File: config.mk
export PLATFORM = sky130hd
export DESIGN_NAME = axis_in_top
export DESIGN_NICKNAME = d
export VERILOG_FILES = /design/src/hdl/axis_in_pkg.sv /design/src/hdl/axis_in_top.sv /design/src/hdl/axis_in_drain.sv /design/src/hdl/axis_in_capture.sv /design/src/hdl/axis_in_fifo.sv /design/src/hdl/axis_in_regs.sv
export SDC_FILE = /design/constraint.sdc
export NUM_CORES = 1
export LEC_CHECK = 0
export ABC_AREA = 1
export BUFFER_PORTS_ARGS = -buffer_cell sky130_fd_sc_hd__buf_4
export CAP_MARGIN = 10
export CORE_ASPECT_RATIO = 0.6
export CORE_MARGIN = 4
export CORE_UTILIZATION = 55
export CTS_BUF_LIST = sky130_fd_sc_hd__clkbuf_4
export DETAILED_ROUTE_END_ITERATION = 7
export PLACE_DENSITY = 0.73
export SYNTH_ARGS = -nofsm -noshare
export SYNTH_HDL_FRONTEND = slang
export SYNTH_SLANG_ARGS = --single-unit
export TNS_END_PERCENT = 20
File: constraint.sdc
create_clock -name clk_i -period 7.41 [get_ports clk_i]
set_input_delay 1.482 -clock clk_i [delete_from_list [all_inputs] [get_ports clk_i]]
set_output_delay 1.482 -clock clk_i [all_outputs]
set_load 0.01 [all_outputs]
File: src/hdl/axis_in_pkg.sv
package axis_in_pkg;

   // data path and bus widths
   localparam int DATA_W      = 32;
   localparam int APB_ADDR_W  = 5;

   // fifo holds 2**FIFO_ADDR_W words
   localparam int FIFO_ADDR_W = 4;
   // one extra bit so the level can reach the full depth
   localparam int LEVEL_W     = FIFO_ADDR_W + 1;

   // register map, byte offsets
   localparam logic [APB_ADDR_W-1:0] REG_CTRL   = 5'h00;
   localparam logic [APB_ADDR_W-1:0] REG_THRESH = 5'h04;
   localparam logic [APB_ADDR_W-1:0] REG_STATUS = 5'h08;
   localparam logic [APB_ADDR_W-1:0] REG_LEVEL  = 5'h0C;
   localparam logic [APB_ADDR_W-1:0] REG_NWORDS = 5'h10;
   localparam logic [APB_ADDR_W-1:0] REG_DATA   = 5'h14;

   // control register fields
   localparam int CTRL_ENABLE_BIT     = 0;
   // write-only, reads back as zero
   localparam int CTRL_SOFT_RESET_BIT = 1;

   // status register fields
   localparam int STAT_EMPTY_BIT  = 0;
   localparam int STAT_FULL_BIT   = 1;
   localparam int STAT_TLAST_BIT  = 2;
   localparam int STAT_DVALID_BIT = 3;

endpackage
File: src/hdl/axis_in_top.sv
module axis_in_top (
   input  logic                              clk_i,
   input  logic                              reset_i,
   // apb slave
   input  logic                              psel_i,
   input  logic                              penable_i,
   input  logic                              pwrite_i,
   input  logic [axis_in_pkg::APB_ADDR_W-1:0] paddr_i,
   input  logic [axis_in_pkg::DATA_W-1:0]     pwdata_i,
   output logic [axis_in_pkg::DATA_W-1:0]     prdata_o,
   output logic                              pready_o,
   output logic                              pslverr_o,
   // input stream
   input  logic                              s_tvalid_i,
   input  logic [axis_in_pkg::DATA_W-1:0]     s_tdata_i,
   input  logic                              s_tlast_i,
   output logic                              s_tready_o,
   // dma stream
   output logic                              dma_tvalid_o,
   output logic [axis_in_pkg::DATA_W-1:0]     dma_tdata_o,
   input  logic                              dma_tready_i,
   output logic                              interrupt_o
);

   import axis_in_pkg::*;

   logic                enable;
   logic                soft_reset;
   logic [LEVEL_W-1:0]  threshold;
   logic                cpu_pop;
   logic                fifo_write;
   logic                fifo_read;
   logic [DATA_W-1:0]   fifo_data;
   logic                fifo_empty;
   logic                fifo_full;
   logic [LEVEL_W-1:0]  fifo_level;
   logic [DATA_W-1:0]   nwords;
   logic                tlast_seen;

   axis_in_regs u_regs (
      .clk_i        (clk_i),
      .reset_i      (reset_i),
      .psel_i       (psel_i),
      .penable_i    (penable_i),
      .pwrite_i     (pwrite_i),
      .paddr_i      (paddr_i),
      .pwdata_i     (pwdata_i),
      .prdata_o     (prdata_o),
      .pready_o     (pready_o),
      .pslverr_o    (pslverr_o),
      .level_i      (fifo_level),
      .empty_i      (fifo_empty),
      .full_i       (fifo_full),
      .tlast_seen_i (tlast_seen),
      .nwords_i     (nwords),
      .hold_valid_i (dma_tvalid_o),
      .hold_data_i  (dma_tdata_o),
      .enable_o     (enable),
      .soft_reset_o (soft_reset),
      .threshold_o  (threshold),
      .cpu_pop_o    (cpu_pop)
   );

   axis_in_capture u_capture (
      .clk_i        (clk_i),
      .reset_i      (reset_i),
      .soft_reset_i (soft_reset),
      .enable_i     (enable),
      .fifo_full_i  (fifo_full),
      .s_tvalid_i   (s_tvalid_i),
      .s_tlast_i    (s_tlast_i),
      .s_tready_o   (s_tready_o),
      .fifo_write_o (fifo_write),
      .nwords_o     (nwords),
      .tlast_seen_o (tlast_seen)
   );

   axis_in_fifo #(
      .DATA_W      (DATA_W),
      .FIFO_ADDR_W (FIFO_ADDR_W)
   ) u_fifo (
      .clk_i     (clk_i),
      .reset_i   (reset_i),
      .clear_i   (soft_reset),
      .wr_en_i   (fifo_write),
      .wr_data_i (s_tdata_i),
      .rd_en_i   (fifo_read),
      .rd_data_o (fifo_data),
      .empty_o   (fifo_empty),
      .full_o    (fifo_full),
      .level_o   (fifo_level)
   );

   axis_in_drain u_drain (
      .clk_i        (clk_i),
      .reset_i      (reset_i),
      .soft_reset_i (soft_reset),
      .fifo_empty_i (fifo_empty),
      .fifo_data_i  (fifo_data),
      .fifo_read_o  (fifo_read),
      .dma_tvalid_o (dma_tvalid_o),
      .dma_tdata_o  (dma_tdata_o),
      .dma_tready_i (dma_tready_i),
      .cpu_pop_i    (cpu_pop)
   );

   // level interrupt, the word held in the drain stage is not counted
   assign interrupt_o = (fifo_level >= threshold);

endmodule

File: src/hdl/axis_in_drain.sv
module axis_in_drain (
   input  logic                          clk_i,
   input  logic                          reset_i,
   input  logic                          soft_reset_i,
   // fifo read side
   input  logic                          fifo_empty_i,
   input  logic [axis_in_pkg::DATA_W-1:0] fifo_data_i,
   output logic                          fifo_read_o,
   // dma stream out
   output logic                          dma_tvalid_o,
   output logic [axis_in_pkg::DATA_W-1:0] dma_tdata_o,
   input  logic                          dma_tready_i,
   // cpu pop through the data register
   input  logic                          cpu_pop_i
);

   // 0 = idle, 1 = holding a word
   logic holding_q;
   logic consume;
   logic need_word;

   // dma and cpu may pop together, still only one word leaves
   assign consume = holding_q & (dma_tready_i | cpu_pop_i);

   // refill when idle or when the held word goes away this cycle
   assign need_word = ~holding_q | consume;

   assign fifo_read_o = need_word & ~fifo_empty_i & ~soft_reset_i;

   always_ff @(posedge clk_i) begin
      if (reset_i || soft_reset_i) begin
         holding_q <= 1'b0;
      end else begin
         case (holding_q)
            1'b0: begin
               if (!fifo_empty_i) begin
                  holding_q <= 1'b1;
               end
            end
            default: begin
               // back to idle only when nothing is left to fetch
               if (consume && fifo_empty_i) begin
                  holding_q <= 1'b0;
               end
            end
         endcase
      end
   end

   assign dma_tvalid_o = holding_q;

   // fifo read register holds the word until the next read
   assign dma_tdata_o = fifo_data_i;

endmodule

File: src/hdl/axis_in_capture.sv
module axis_in_capture (
   input  logic                          clk_i,
   input  logic                          reset_i,
   input  logic                          soft_reset_i,
   input  logic                          enable_i,
   input  logic                          fifo_full_i,
   // input stream handshake
   input  logic                          s_tvalid_i,
   input  logic                          s_tlast_i,
   output logic                          s_tready_o,
   // fifo write strobe, data goes straight to the fifo
   output logic                          fifo_write_o,
   // frame bookkeeping
   output logic [axis_in_pkg::DATA_W-1:0] nwords_o,
   output logic                          tlast_seen_o
);

   logic accept;
   logic count_en;

   // ready only when enabled and there is room
   assign s_tready_o = enable_i & ~fifo_full_i;

   assign accept       = s_tvalid_i & s_tready_o;
   assign fifo_write_o = accept;

   // the last-marked word still counts since the flag is set after it
   assign count_en = accept & ~tlast_seen_o;

   // accepted word counter
   always_ff @(posedge clk_i) begin
      if (reset_i || soft_reset_i) begin
         nwords_o <= '0;
      end else if (count_en) begin
         nwords_o <= nwords_o + 1'b1;
      end
   end

   // sticky once the first last-marked word is taken
   always_ff @(posedge clk_i) begin
      if (reset_i || soft_reset_i) begin
         tlast_seen_o <= 1'b0;
      end else if (accept && s_tlast_i) begin
         tlast_seen_o <= 1'b1;
      end
   end

endmodule

File: src/hdl/axis_in_fifo.sv
module axis_in_fifo #(
   parameter int DATA_W      = axis_in_pkg::DATA_W,
   parameter int FIFO_ADDR_W = axis_in_pkg::FIFO_ADDR_W
) (
   input  logic                   clk_i,
   input  logic                   reset_i,
   input  logic                   clear_i,
   // write side
   input  logic                   wr_en_i,
   input  logic [DATA_W-1:0]      wr_data_i,
   // read side, data appears one cycle after rd_en_i
   input  logic                   rd_en_i,
   output logic [DATA_W-1:0]      rd_data_o,
   output logic                   empty_o,
   output logic                   full_o,
   output logic [FIFO_ADDR_W:0]   level_o
);

   logic [DATA_W-1:0]      mem [0:(2**FIFO_ADDR_W)-1];
   logic [FIFO_ADDR_W-1:0] wr_ptr_q;
   logic [FIFO_ADDR_W-1:0] rd_ptr_q;
   logic [FIFO_ADDR_W:0]   level_q;
   logic                   do_write;
   logic                   do_read;

   // protect against overrun and underrun
   assign do_write = wr_en_i & ~full_o;
   assign do_read  = rd_en_i & ~empty_o;

   // storage
   always_ff @(posedge clk_i) begin
      if (do_write) begin
         mem[wr_ptr_q] <= wr_data_i;
      end
   end

   // registered read port
   always_ff @(posedge clk_i) begin
      if (do_read) begin
         rd_data_o <= mem[rd_ptr_q];
      end
   end

   // pointers wrap on their own since depth is a power of two
   always_ff @(posedge clk_i) begin
      if (reset_i || clear_i) begin
         wr_ptr_q <= '0;
         rd_ptr_q <= '0;
      end else begin
         if (do_write) begin
            wr_ptr_q <= wr_ptr_q + 1'b1;
         end
         if (do_read) begin
            rd_ptr_q <= rd_ptr_q + 1'b1;
         end
      end
   end

   // occupancy
   always_ff @(posedge clk_i) begin
      if (reset_i || clear_i) begin
         level_q <= '0;
      end else begin
         case ({do_write, do_read})
            2'b10:   level_q <= level_q + 1'b1;
            2'b01:   level_q <= level_q - 1'b1;
            default: level_q <= level_q;
         endcase
      end
   end

   assign level_o = level_q;
   assign empty_o = (level_q == '0);
   // msb only set at exactly full depth
   assign full_o  = level_q[FIFO_ADDR_W];

endmodule

File: src/hdl/axis_in_regs.sv
module axis_in_regs (
   input  logic                              clk_i,
   input  logic                              reset_i,
   // apb slave
   input  logic                              psel_i,
   input  logic                              penable_i,
   input  logic                              pwrite_i,
   input  logic [axis_in_pkg::APB_ADDR_W-1:0] paddr_i,
   input  logic [axis_in_pkg::DATA_W-1:0]     pwdata_i,
   output logic [axis_in_pkg::DATA_W-1:0]     prdata_o,
   output logic                              pready_o,
   output logic                              pslverr_o,
   // status from the data path
   input  logic [axis_in_pkg::LEVEL_W-1:0]    level_i,
   input  logic                              empty_i,
   input  logic                              full_i,
   input  logic                              tlast_seen_i,
   input  logic [axis_in_pkg::DATA_W-1:0]     nwords_i,
   input  logic                              hold_valid_i,
   input  logic [axis_in_pkg::DATA_W-1:0]     hold_data_i,
   // control to the data path
   output logic                              enable_o,
   output logic                              soft_reset_o,
   output logic [axis_in_pkg::LEVEL_W-1:0]    threshold_o,
   output logic                              cpu_pop_o
);

   import axis_in_pkg::*;

   logic                  access;
   logic                  wr_access;
   logic                  rd_access;
   logic                  addr_hit;
   logic                  data_rd;
   logic                  enable_q;
   logic [LEVEL_W-1:0]    threshold_q;
   logic [DATA_W-1:0]     status_word;
   logic [DATA_W-1:0]     rdata;

   // zero-wait slave, second cycle of every transfer is the access phase
   assign access    = psel_i & penable_i;
   assign wr_access = access & pwrite_i;
   assign rd_access = access & ~pwrite_i;
   assign pready_o  = access;

   // control registers
   always_ff @(posedge clk_i) begin
      if (reset_i) begin
         enable_q    <= 1'b0;
         threshold_q <= LEVEL_W'(2 ** FIFO_ADDR_W);
      end else if (wr_access) begin
         if (paddr_i == REG_CTRL) begin
            enable_q <= pwdata_i[CTRL_ENABLE_BIT];
         end
         if (paddr_i == REG_THRESH) begin
            threshold_q <= pwdata_i[LEVEL_W-1:0];
         end
      end
   end

   // pulse lasts exactly the access cycle, so it acts on the closing edge
   assign soft_reset_o = wr_access && (paddr_i == REG_CTRL) && pwdata_i[CTRL_SOFT_RESET_BIT];

   assign enable_o    = enable_q;
   assign threshold_o = threshold_q;

   always_comb begin
      status_word                  = '0;
      status_word[STAT_EMPTY_BIT]  = empty_i;
      status_word[STAT_FULL_BIT]   = full_i;
      status_word[STAT_TLAST_BIT]  = tlast_seen_i;
      status_word[STAT_DVALID_BIT] = hold_valid_i;
   end

   // address decode and read mux
   always_comb begin
      addr_hit = 1'b1;
      rdata    = '0;
      case (paddr_i)
         REG_CTRL: begin
            rdata[CTRL_ENABLE_BIT] = enable_q;
         end
         REG_THRESH: rdata = DATA_W'(threshold_q);
         REG_STATUS: rdata = status_word;
         REG_LEVEL:  rdata = DATA_W'(level_i);
         REG_NWORDS: rdata = nwords_i;
         REG_DATA:   rdata = hold_data_i;
         default:    addr_hit = 1'b0;
      endcase
   end

   assign prdata_o = rd_access ? rdata : '0;

   assign data_rd = rd_access && (paddr_i == REG_DATA);

   // a data read only pops when the drain stage has a word
   assign cpu_pop_o = data_rd & hold_valid_i;

   assign pslverr_o = (access & ~addr_hit) | (data_rd & ~hold_valid_i);

endmodule

======== Word level (Yosys, flattened, before mapping) ========
Memory sizes are Yosys's and may differ from the RTL's. A register that Yosys moved wholly into a read port is not among the register bits.
Index checks and enable logic that the tools add are counted.
cells by class
  bitwise operators ....................... 24
  eq/ne operators ......................... 7
  reductions and logical operators ........ 12
  $lt $le $gt $ge ......................... 1
  add/sub/neg operators ................... 5
  muxes and demuxes ....................... 10
operators with widths
  operator                                           number
  case mux 31 bit (5 select lines)                   1
  adder 32 x 1 -> 32 bit (second input constant)     1
  2-to-1 mux 32 bit                                  1
  bitwise AND 1 bit                                  14
  == test 5 x 4 -> 1 bit (second input constant)     2
  == test 5 bit (second input constant)              2
  logical NOT 5 bit                                  2
  case mux 5 bit (2 select lines)                    1
  adder 4 x 1 -> 4 bit (second input constant)       2
  NOT 1 bit                                          7
  2-to-1 mux 1 bit                                   6
  case mux 1 bit (6 select lines)                    1
  OR reduction 6 bit                                 1
  adder 5 x 1 -> 5 bit (second input constant)       1
  == test 5 x 3 -> 1 bit (second input constant)     1
  greater-or-equal comparator 5 bit                  1
  logical AND 1 bit                                  5
  subtractor 5 x 1 -> 5 bit (second input constant)  1
  AND reduction 2 bit                                2
  OR 1 bit                                           3
  == test 2 x 1 -> 1 bit (second input constant)     1
  == test 2 bit (second input constant)              1
  nonzero test 2 bit                                 1
  logical OR 1 bit                                   1
storage, ports and cells
  flip-flop bits (word level) ............. 53
  memories ................................ 1
  input bits .............................. 77
  bits in writable memories ............... 512
memory list
  memory      depth  width  rd ports  clocked after Yosys merged registers in  wr ports  line                source
  u_fifo.mem  16     32     1         1                                        1         axis_in_fifo.sv:19  logic [DATA_W-1:0] mem [0:(2**FIFO_ADDR_W)-1];

======== Logic depth before layout (Yosys ltp) ========
Gate-level depths: netlist (run 1).
  depth in word-level cells ............... 12
  depth in mapped cells ................... 18

======== Modules after synthesis ========
A second synthesis (run 1) with hierarchy kept.
unflattened totals
  cells, all modules ...................... 2796
  area total of the unflattened synthesis .. 27261.1 µm²
modules (own cells, without submodules)
  module           area an instance (µm²)  cells each  instances
  axis_in_fifo     23812.8                 2229        1
  axis_in_capture  2001.9                  310         1
  axis_in_regs     1023.5                  194         1
  axis_in_drain    290.3                   40          1
  axis_in_top      132.6                   23          1

======== Worst setup path before layout (run 1) ========
No wires, ideal clock.
  kind .................................... input -> register
  start point ............................. input port psel_i
  end point ............................... register u_fifo.level_q[4] (netlist: u_fifo.level_o[4])
  stages .................................. 17
  data arrival time ....................... 4.201 ns
  setup time .............................. 0.120 ns
  setup slack ............................. 3.089 ns
  cell sequence ........................... nand2_1 nor2_1 nand3_1 nand2_1 nand3_1 inv_1 ha_1 inv_1 fa_1 nor2_1 nor2_1 nor2_1 nor2_1 nand2_1 nand2_1 nand2_1 a21oi_1
between the ends
  cells in the longest elaborated chain, start to end .. 12
  elaborated cells on any way between the ends .. 19
RTL lines
  what                                                                          line                 source
  start: declaration                                                            axis_in_top.sv:5     input logic psel_i,
  bitwise AND 1 bit (*)                                                         axis_in_regs.sv:41   assign access = psel_i & penable_i;
  bitwise AND 1 bit                                                             axis_in_regs.sv:43   assign rd_access = access & ~pwrite_i;
  logical AND 1 bit                                                             axis_in_regs.sv:94   assign data_rd = rd_access && (paddr_i == REG_DATA);
  bitwise AND 1 bit                                                             axis_in_regs.sv:97   assign cpu_pop_o = data_rd & hold_valid_i;
  OR 1 bit                                                                      axis_in_drain.sv:23  assign consume = holding_q & (dma_tready_i | cpu_pop_i);
  bitwise AND 1 bit                                                             axis_in_drain.sv:23
  OR 1 bit                                                                      axis_in_drain.sv:26  assign need_word = ~holding_q | consume;
  bitwise AND 1 bit                                                             axis_in_drain.sv:28  assign fifo_read_o = need_word & ~fifo_empty_i & ~soft_reset_i;
  bitwise AND 1 bit (*)                                                         axis_in_drain.sv:28
  bitwise AND 1 bit (*)                                                         axis_in_fifo.sv:28   assign do_read = rd_en_i & ~empty_o;
  named net u_fifo.do_read                                                      axis_in_fifo.sv:24   logic do_read;
  == test 2 x 1 -> 1 bit / == test 2 bit (equally long branches)                axis_in_fifo.sv:64   case ({do_write, do_read})
  case mux 5 bit (2 select lines) / nonzero test 2 bit (equally long branches)  -
  end signal: assignment                                                        axis_in_fifo.sv:65   2'b10: level_q <= level_q + 1'b1;
  end signal: assignment                                                        axis_in_fifo.sv:66   2'b01: level_q <= level_q - 1'b1;
  end signal: assignment                                                        axis_in_fifo.sv:67   default: level_q <= level_q;
  end: declaration                                                              axis_in_fifo.sv:22   logic [FIFO_ADDR_W:0] level_q;
The timed path passes the listed nets; every way through them passes the cells marked *.
A chain may end at the register's enable or synchronous reset.

======== Final worst setup path (run 1) ========
  start point ............................. input port psel_i
  end point ............................... output port prdata_o[25] (netlist bit)
between the ends
  cells in the longest elaborated chain, start to end .. 3
RTL lines
  what               line                source
  bitwise AND 1 bit  axis_in_regs.sv:41
  bitwise AND 1 bit  axis_in_regs.sv:43
  2-to-1 mux 32 bit  axis_in_regs.sv:92  assign prdata_o = rd_access ? rdata : '0;
  end: declaration   axis_in_top.sv:10   output logic [axis_in_pkg::DATA_W-1:0] prdata_o,
Every way passes these cells.

==> flow_summary.yaml, run 1 <==
run_status:
  status: "finished clean"
sta:
  fin_hold_ws_ns: 0.4866
  setup_slack_ns: 2.162
  hold_viol_final: 0
  fin_crit_sh_pct: 70.82
  fin_crit_ns: 5.248
  slew_headroom_pct: 19.65
  skew_ns: 0.03824
  max_clock_freq_mhz: 190.6
  rsz0062_at_grt: "false"
  slew_viol_final: 0
  tightest_slew_ns: 1.205
  totalNegativeSetupSlack_ns: 0
  setup_viol: 0
die:
  fp-row-count: 59
  ios: 146
  die_x_um: 281.4
  fp.dieH_um: 172.0
  coreArea_mm2: 0.04385
  initial_core_util_pct: 56.25
  die_area_mm2: 0.04841
clocking:
  cts_setup_buffers: 0
  cts_resized: 0
  clockBufferDepth: 3
  cts_hold_buf: 0
  clkSlewWorstSetupHoldPaths_ns: 0.06
  cts_tree: "built"
  cts_root_buf: "clkbuf_4"
  numCtsBuffers: 137
  h-tree-depth: 4
  cts.sinks: 597
  insertion_delay_ns: 0.83
route:
  ant_nets: 0
  drcViolationCount: 0
  vias_per_cell: 5.787
  routedWlPerCell_um: 20.91
  initialDrtViolationCount: 2151
  dr.pass1.iters: 5
  routed_wl_mm: 61.55
  num_vias: 17040
critical_path:
  r2r-end: "u_fifo.rd_data_o[16]"
  critPathRequiredTime_ns: 5.93
  cp.arrival_ns: 3.77
  r2r-start: "u_fifo.rd_ptr_q[0]"
  setup.worst_path.start_class: "input port"
  ff2ff_path_depth: 8
  critPathKind: "in2out"
  crit_fanout: 23
  cp-end-kind: "output port"
  regToRegSetupSlack_ns: 4.39
synthesis:
  synth_edf_count: 544
  synth_compound_area_share_pct: 11.83
  synthCells: 2104
  yosys.area.top_type_share_pct: 66.23
  synthArstFlopShare_pct: 0
  synth_top_family_by_area: "simple AND/OR/NAND/NOR gates"
  avgSynthCellArea_um2: 11.72
  synth_top_area_cell: "edfxtp_1"
  synthTopCellsByArea: "edfxtp_1 (66%), nor2_1 (7.0%), dfxtp_1 (4.3%)"
  syn_area_mm2: 0.02467
  syn-num-nets: 2197
  synthMuxAreaShare_pct: 0
  ys_ff_latch: 597
  yosys.area_share.simple_pct: 12.91
  synth-seq-area-share_pct: 70.53
  synth_ff_type: "edfxtp_1"
  synthXorXnorAreaFrac_pct: 0.1775
  synth_cell_types: 41
  synthAdderAreaFrac_pct: 0.8420
  yosysWarnings: 0
cells_and_area:
  instances_no_fill: 2944
  final_cell_mix: "edfxtp_1 (544), nor2_1 (444), clkbuf_4 (203)"
  layout-drive-gt1-share_pct: 17.23
  area_growth_pct: 12.98
  layout_commonest_cell: "edfxtp_1"
  finalNetCount: 2357
min_path:
  hp-class: "reg2reg"
  min_path_cells: 2
  hold_start: "u_capture.nwords_o[18]"
  min_to: "u_capture.nwords_o[18]"
place:
  place_congestion: 0.9575
  numPortBuffers: 118
  post-place-cells: 2703
  place_hpwl_mm: 33.24
  dpl_worst_slack_ns: 2.286
grt:
  track_usage_pct: 25.27
  grt_overflow_total: 0
  grt_antenna_before_repair: 1
  grt_pass1_wl_mm: 92.85
  grt_pass1_vias: 16380
  grt_max_degree: 242
pwr:
  ir_drop_v: 0.0002643
  power_leakage_nw: 9.453
  powerDensity_mw_per_mm2: 318.7
flow_run:
  cap_violations: 0
-- synthesized netlist by cell type (2+ instances only) --
library cell / n
dfxtp_1: 53
nor2_1: 460
o22ai_1: 4
clkbuf_1: 50
nand3_4: 2
nand4_4: 2
nand3_2: 2
clkinv_1: 2
nor3_1: 5
nand3_1: 79
inv_1: 75
nand2_1: 182
buf_2: 33
ha_1: 15
buf_1: 23
inv_2: 4
edfxtp_1: 544
buf_4: 9
o21ai_0: 184
o211ai_1: 129
o21bai_1: 2
nor2_2: 6
o21a_1: 2
a211oi_1: 2
nor2_4: 3
a21oi_1: 63
or2_1: 2
or2_2: 4
xor2_1: 5
nand4_1: 16
buf_6: 7
o21ai_1: 125
nor3b_1: 2
-- report_power, final --
group	internal, mW	switching [mW]
Combinational	0.698	1.47
Sequential	3.86	0.145
Clock	1.46	1.25
Total	6.02	2.86
-- cell type report --
cell class / count / area, µm²
Clock buffer: 203 / 1524
Sequential cell: 597 / 17410
Multi-Input combinational cell: 1302 / 6474
Tap cell: 579 / 724.4
Inverter: 82 / 312.8
Antenna cell: 3 / 7.507
Fill cell: 3327 / 15980
Clock inverter: 34 / 302.8
Timing Repair Buffer: 144 / 1114
-- per-stage QoR --
step / power, mW / utilization, % / instance area, µm²
after floorplan: 5.552 / - / 24670
after CTS: 8.913 / 63.50 / 27850
after global routing: 9.382 / 63.54 / 27860
final: 8.882 / 63.55 / 27870
after detailed placement: 6.222 / 59.34 / 26020
after global placement: 6.170 / 59.34 / 26020
-- state kept, by name, indices dropped and copies added, names as in the netlist, 4 cells and up --
register / count
u_fifo.wr_ptr_q: 4
u_fifo.level_o: 5
u_fifo.rd_data_o: 32
u_fifo.mem: 512
u_fifo.rd_ptr_q: 4
u_regs.threshold_o: 5
u_capture.nwords_o: 32
-- critical path: stages --
cell and delay, ns:
buf_4 0.08, nand2_1 0.08, nor2_1 0.87, inv_1 0.71, a21oi_1 0.36, buf_4 0.17
-- cell families (layout without fill, tap and decap cells) --
group / count (synthesis) / after routing
simple gates: 768 / 768
flops: 597 / 597
compound gates: 513 / 513
buf+inv: 205 / 463
fa+ha+maj: 16 / 16
xor+xnor: 5 / 5
other cells: 0 / 3
-- layer usage --
| layer | routed length [µm] | vias up | share of wire, % | track usage [%] |
|---|---|---|---|---|
| li1 | - | 7951 | - | - |
| met1 | 26620 | 8131 | 43 | 37.25 |
| met2 | 27630 | 868 | 45 | 37.65 |
| met3 | 6123 | 86 | 9.9 | 5.709 |
| met4 | 1183 | 0 | 1.9 | 8.693 |
| met5 | 0 | - | 0 | 0 |
-- worst max-delay path by stage --
stage,startpoint,end,slack [ns],depth (start not counted)
after floorplan,psel_i,u_fifo.level_o[4],3.09,17
after global placement,psel_i,prdata_o[4],2.40,6
after detailed placement,psel_i,prdata_o[4],2.29,6
after CTS,psel_i,prdata_o[4],2.28,6
after global routing,psel_i,prdata_o[25],2.00,6
final,psel_i,prdata_o[25],2.16,6
Note: power is estimated with default switching activity, not from simulation.
==> run 2: changes to the inputs <==
==> constraint.sdc (replaced) <==
create_clock -name clk_i -period 5.2 [get_ports clk_i]
set_input_delay 1.04 -clock clk_i [delete_from_list [all_inputs] [get_ports clk_i]]
set_output_delay 1.04 -clock clk_i [all_outputs]
set_load 0.01 [all_outputs]
==> flow_summary.yaml, run 2 (synthesized netlist as in run 1, its figures left out) <==
sta:
  max_clock_freq_mhz: 275.9
  tightest_slew_ns: 1.170
  skew_ns: 0.06507
  setup_slack_ns: 1.576
  fin_hold_ws_ns: 0.4061
  hold_viol_final: 0
  fin_crit_sh_pct: 69.69
  totalNegativeSetupSlack_ns: 0
  rsz0062_at_grt: "false"
  slew_viol_final: 0
  slew_headroom_pct: 21.83
  setup_viol: 0
  fin_crit_ns: 3.624
clocking:
  clkSlewWorstSetupHoldPaths_ns: 0.09
  clockBufferDepth: 3
  cts_hold_buf: 0
  cts.sinks: 597
  cts_root_buf: "clkbuf_4"
  cts_tree: "built"
  numCtsBuffers: 134
  insertion_delay_ns: 0.84
  cts_resized: 0
  cts_setup_buffers: 0
  h-tree-depth: 4
grt:
  grt_antenna_before_repair: 4
  grt_max_degree: 197
  grt_overflow_total: 0
  grt_pass1_wl_mm: 94.89
  grt_pass1_vias: 16090
  track_usage_pct: 25.89
critical_path:
  cp-end-kind: "output port"
  cp.arrival_ns: 2.58
  setup.worst_path.start_class: "input port"
  crit_fanout: 25
  critPathKind: "in2out"
  critPathRequiredTime_ns: 4.16
die:
  die_area_mm2: 0.04841
  coreArea_mm2: 0.04385
  ios: 146
  fp-row-count: 59
  fp.dieH_um: 172.0
  initial_core_util_pct: 56.25
  die_x_um: 281.4
route:
  drcViolationCount: 0
  dr.pass1.iters: 6
  vias_per_cell: 5.793
  num_vias: 17040
  ant_nets: 0
  routed_wl_mm: 63.04
  routedWlPerCell_um: 21.43
  initialDrtViolationCount: 2360
place:
  place_congestion: 0.9211
  dpl_worst_slack_ns: 1.518
  numPortBuffers: 118
  place_hpwl_mm: 35.33
  post-place-cells: 2710
cells_and_area:
  area_growth_pct: 13.10
  regMostFlops: "u_fifo.mem"
  final_cell_mix: "edfxtp_1 (544), nor2_1 (444), clkbuf_4 (205)"
  reg_top3: "u_fifo.mem: 512 flops, u_capture.nwords_o: 32 flops, u_fifo.rd_data_o: 32 flops"
  largest_reg_flops: 512
  layout-drive-gt1-share_pct: 17.41
  layout_commonest_cell: "edfxtp_1"
  instances_no_fill: 2942
  finalNetCount: 2360
min_path:
  hp-class: "in2reg"
run_status:
  status: "finished clean"
pwr:
  power_leakage_nw: 9.492
  ir_drop_v: 0.0003828
  powerDensity_mw_per_mm2: 456.5
flow_run:
  cap_violations: 0
run 2: changes by cell type in the layout (fill, tap and decap cells not counted):
cell        previous run  this run
buf_4                141       148
buf_8                  1         0
bufinv_16              6         7
clkbuf_4             203       205
clkinv_1              21        16
clkinv_2               2         3
clkinvlp_4             4         0
diode_2                3         2
inv_2                  7         5
run 2: critical path, cell delays in order:
cell and delay [ns]:
buf_4 0.12, nor2_2 0.20, nand3_1 0.16, inv_2 0.39, nand2_1 0.25, o21ai_0 0.25
buf_4 0.16
run 2: final timing paths:
path,startpoint,depth (start not counted),end,slack [ns]
max,paddr_i[1],7,prdata_o[8],1.58
min,pwdata_i[4],3,u_regs.threshold_o[4],0.41
max reg2reg,u_fifo.rd_ptr_q[0],8,u_fifo.rd_data_o[7],2.20
min reg2reg,u_fifo.level_o[0],2,u_fifo.level_o[0],0.50
run 2: cell type report:
type,instances,area [µm²]
clock buffers,205,1539
fillers,3327,15950
diodes,2,5.005
well taps,579,724.4
inverters,82,312.8
multi-input cells,1302,6474
clock inverters,25,281.5
repair buffers,150,1151
flip-flops and latches,597,17410
run 2: report_power, final:
part	switching (mW)	leakage [nW]	internal (mW)	total [mW]
clock network	1.79	1.08	2.14	3.93
registers	0.310	5.35	5.50	5.81
logic	2.01	3.07	0.991	3.00
total	4.11	9.49	8.63	12.7
run 2: metrics by stage:
stage / power [mW] / instance area (µm²) / utilization (%)
2_1_floorplan: 7.911 / 24670 / -
3_3_place_gp: 8.805 / 26070 / 59.46
3_5_place_dp: 8.876 / 26070 / 59.46
4_1_cts: 12.79 / 27890 / 63.61
5_1_grt: 13.44 / 27890 / 63.61
6_report: 12.73 / 27900 / 63.62
run 2: layer usage:
metal / part of all wire (%) / track usage [%] / up-vias
met2: 45 / 38.42 / 889
met4: 1.8 / 7.094 / 6
met3: 10 / 6.451 / 100
met5: 0.052 / 0 / -
li1: - / - / 7948
met1: 43 / 38.63 / 8101
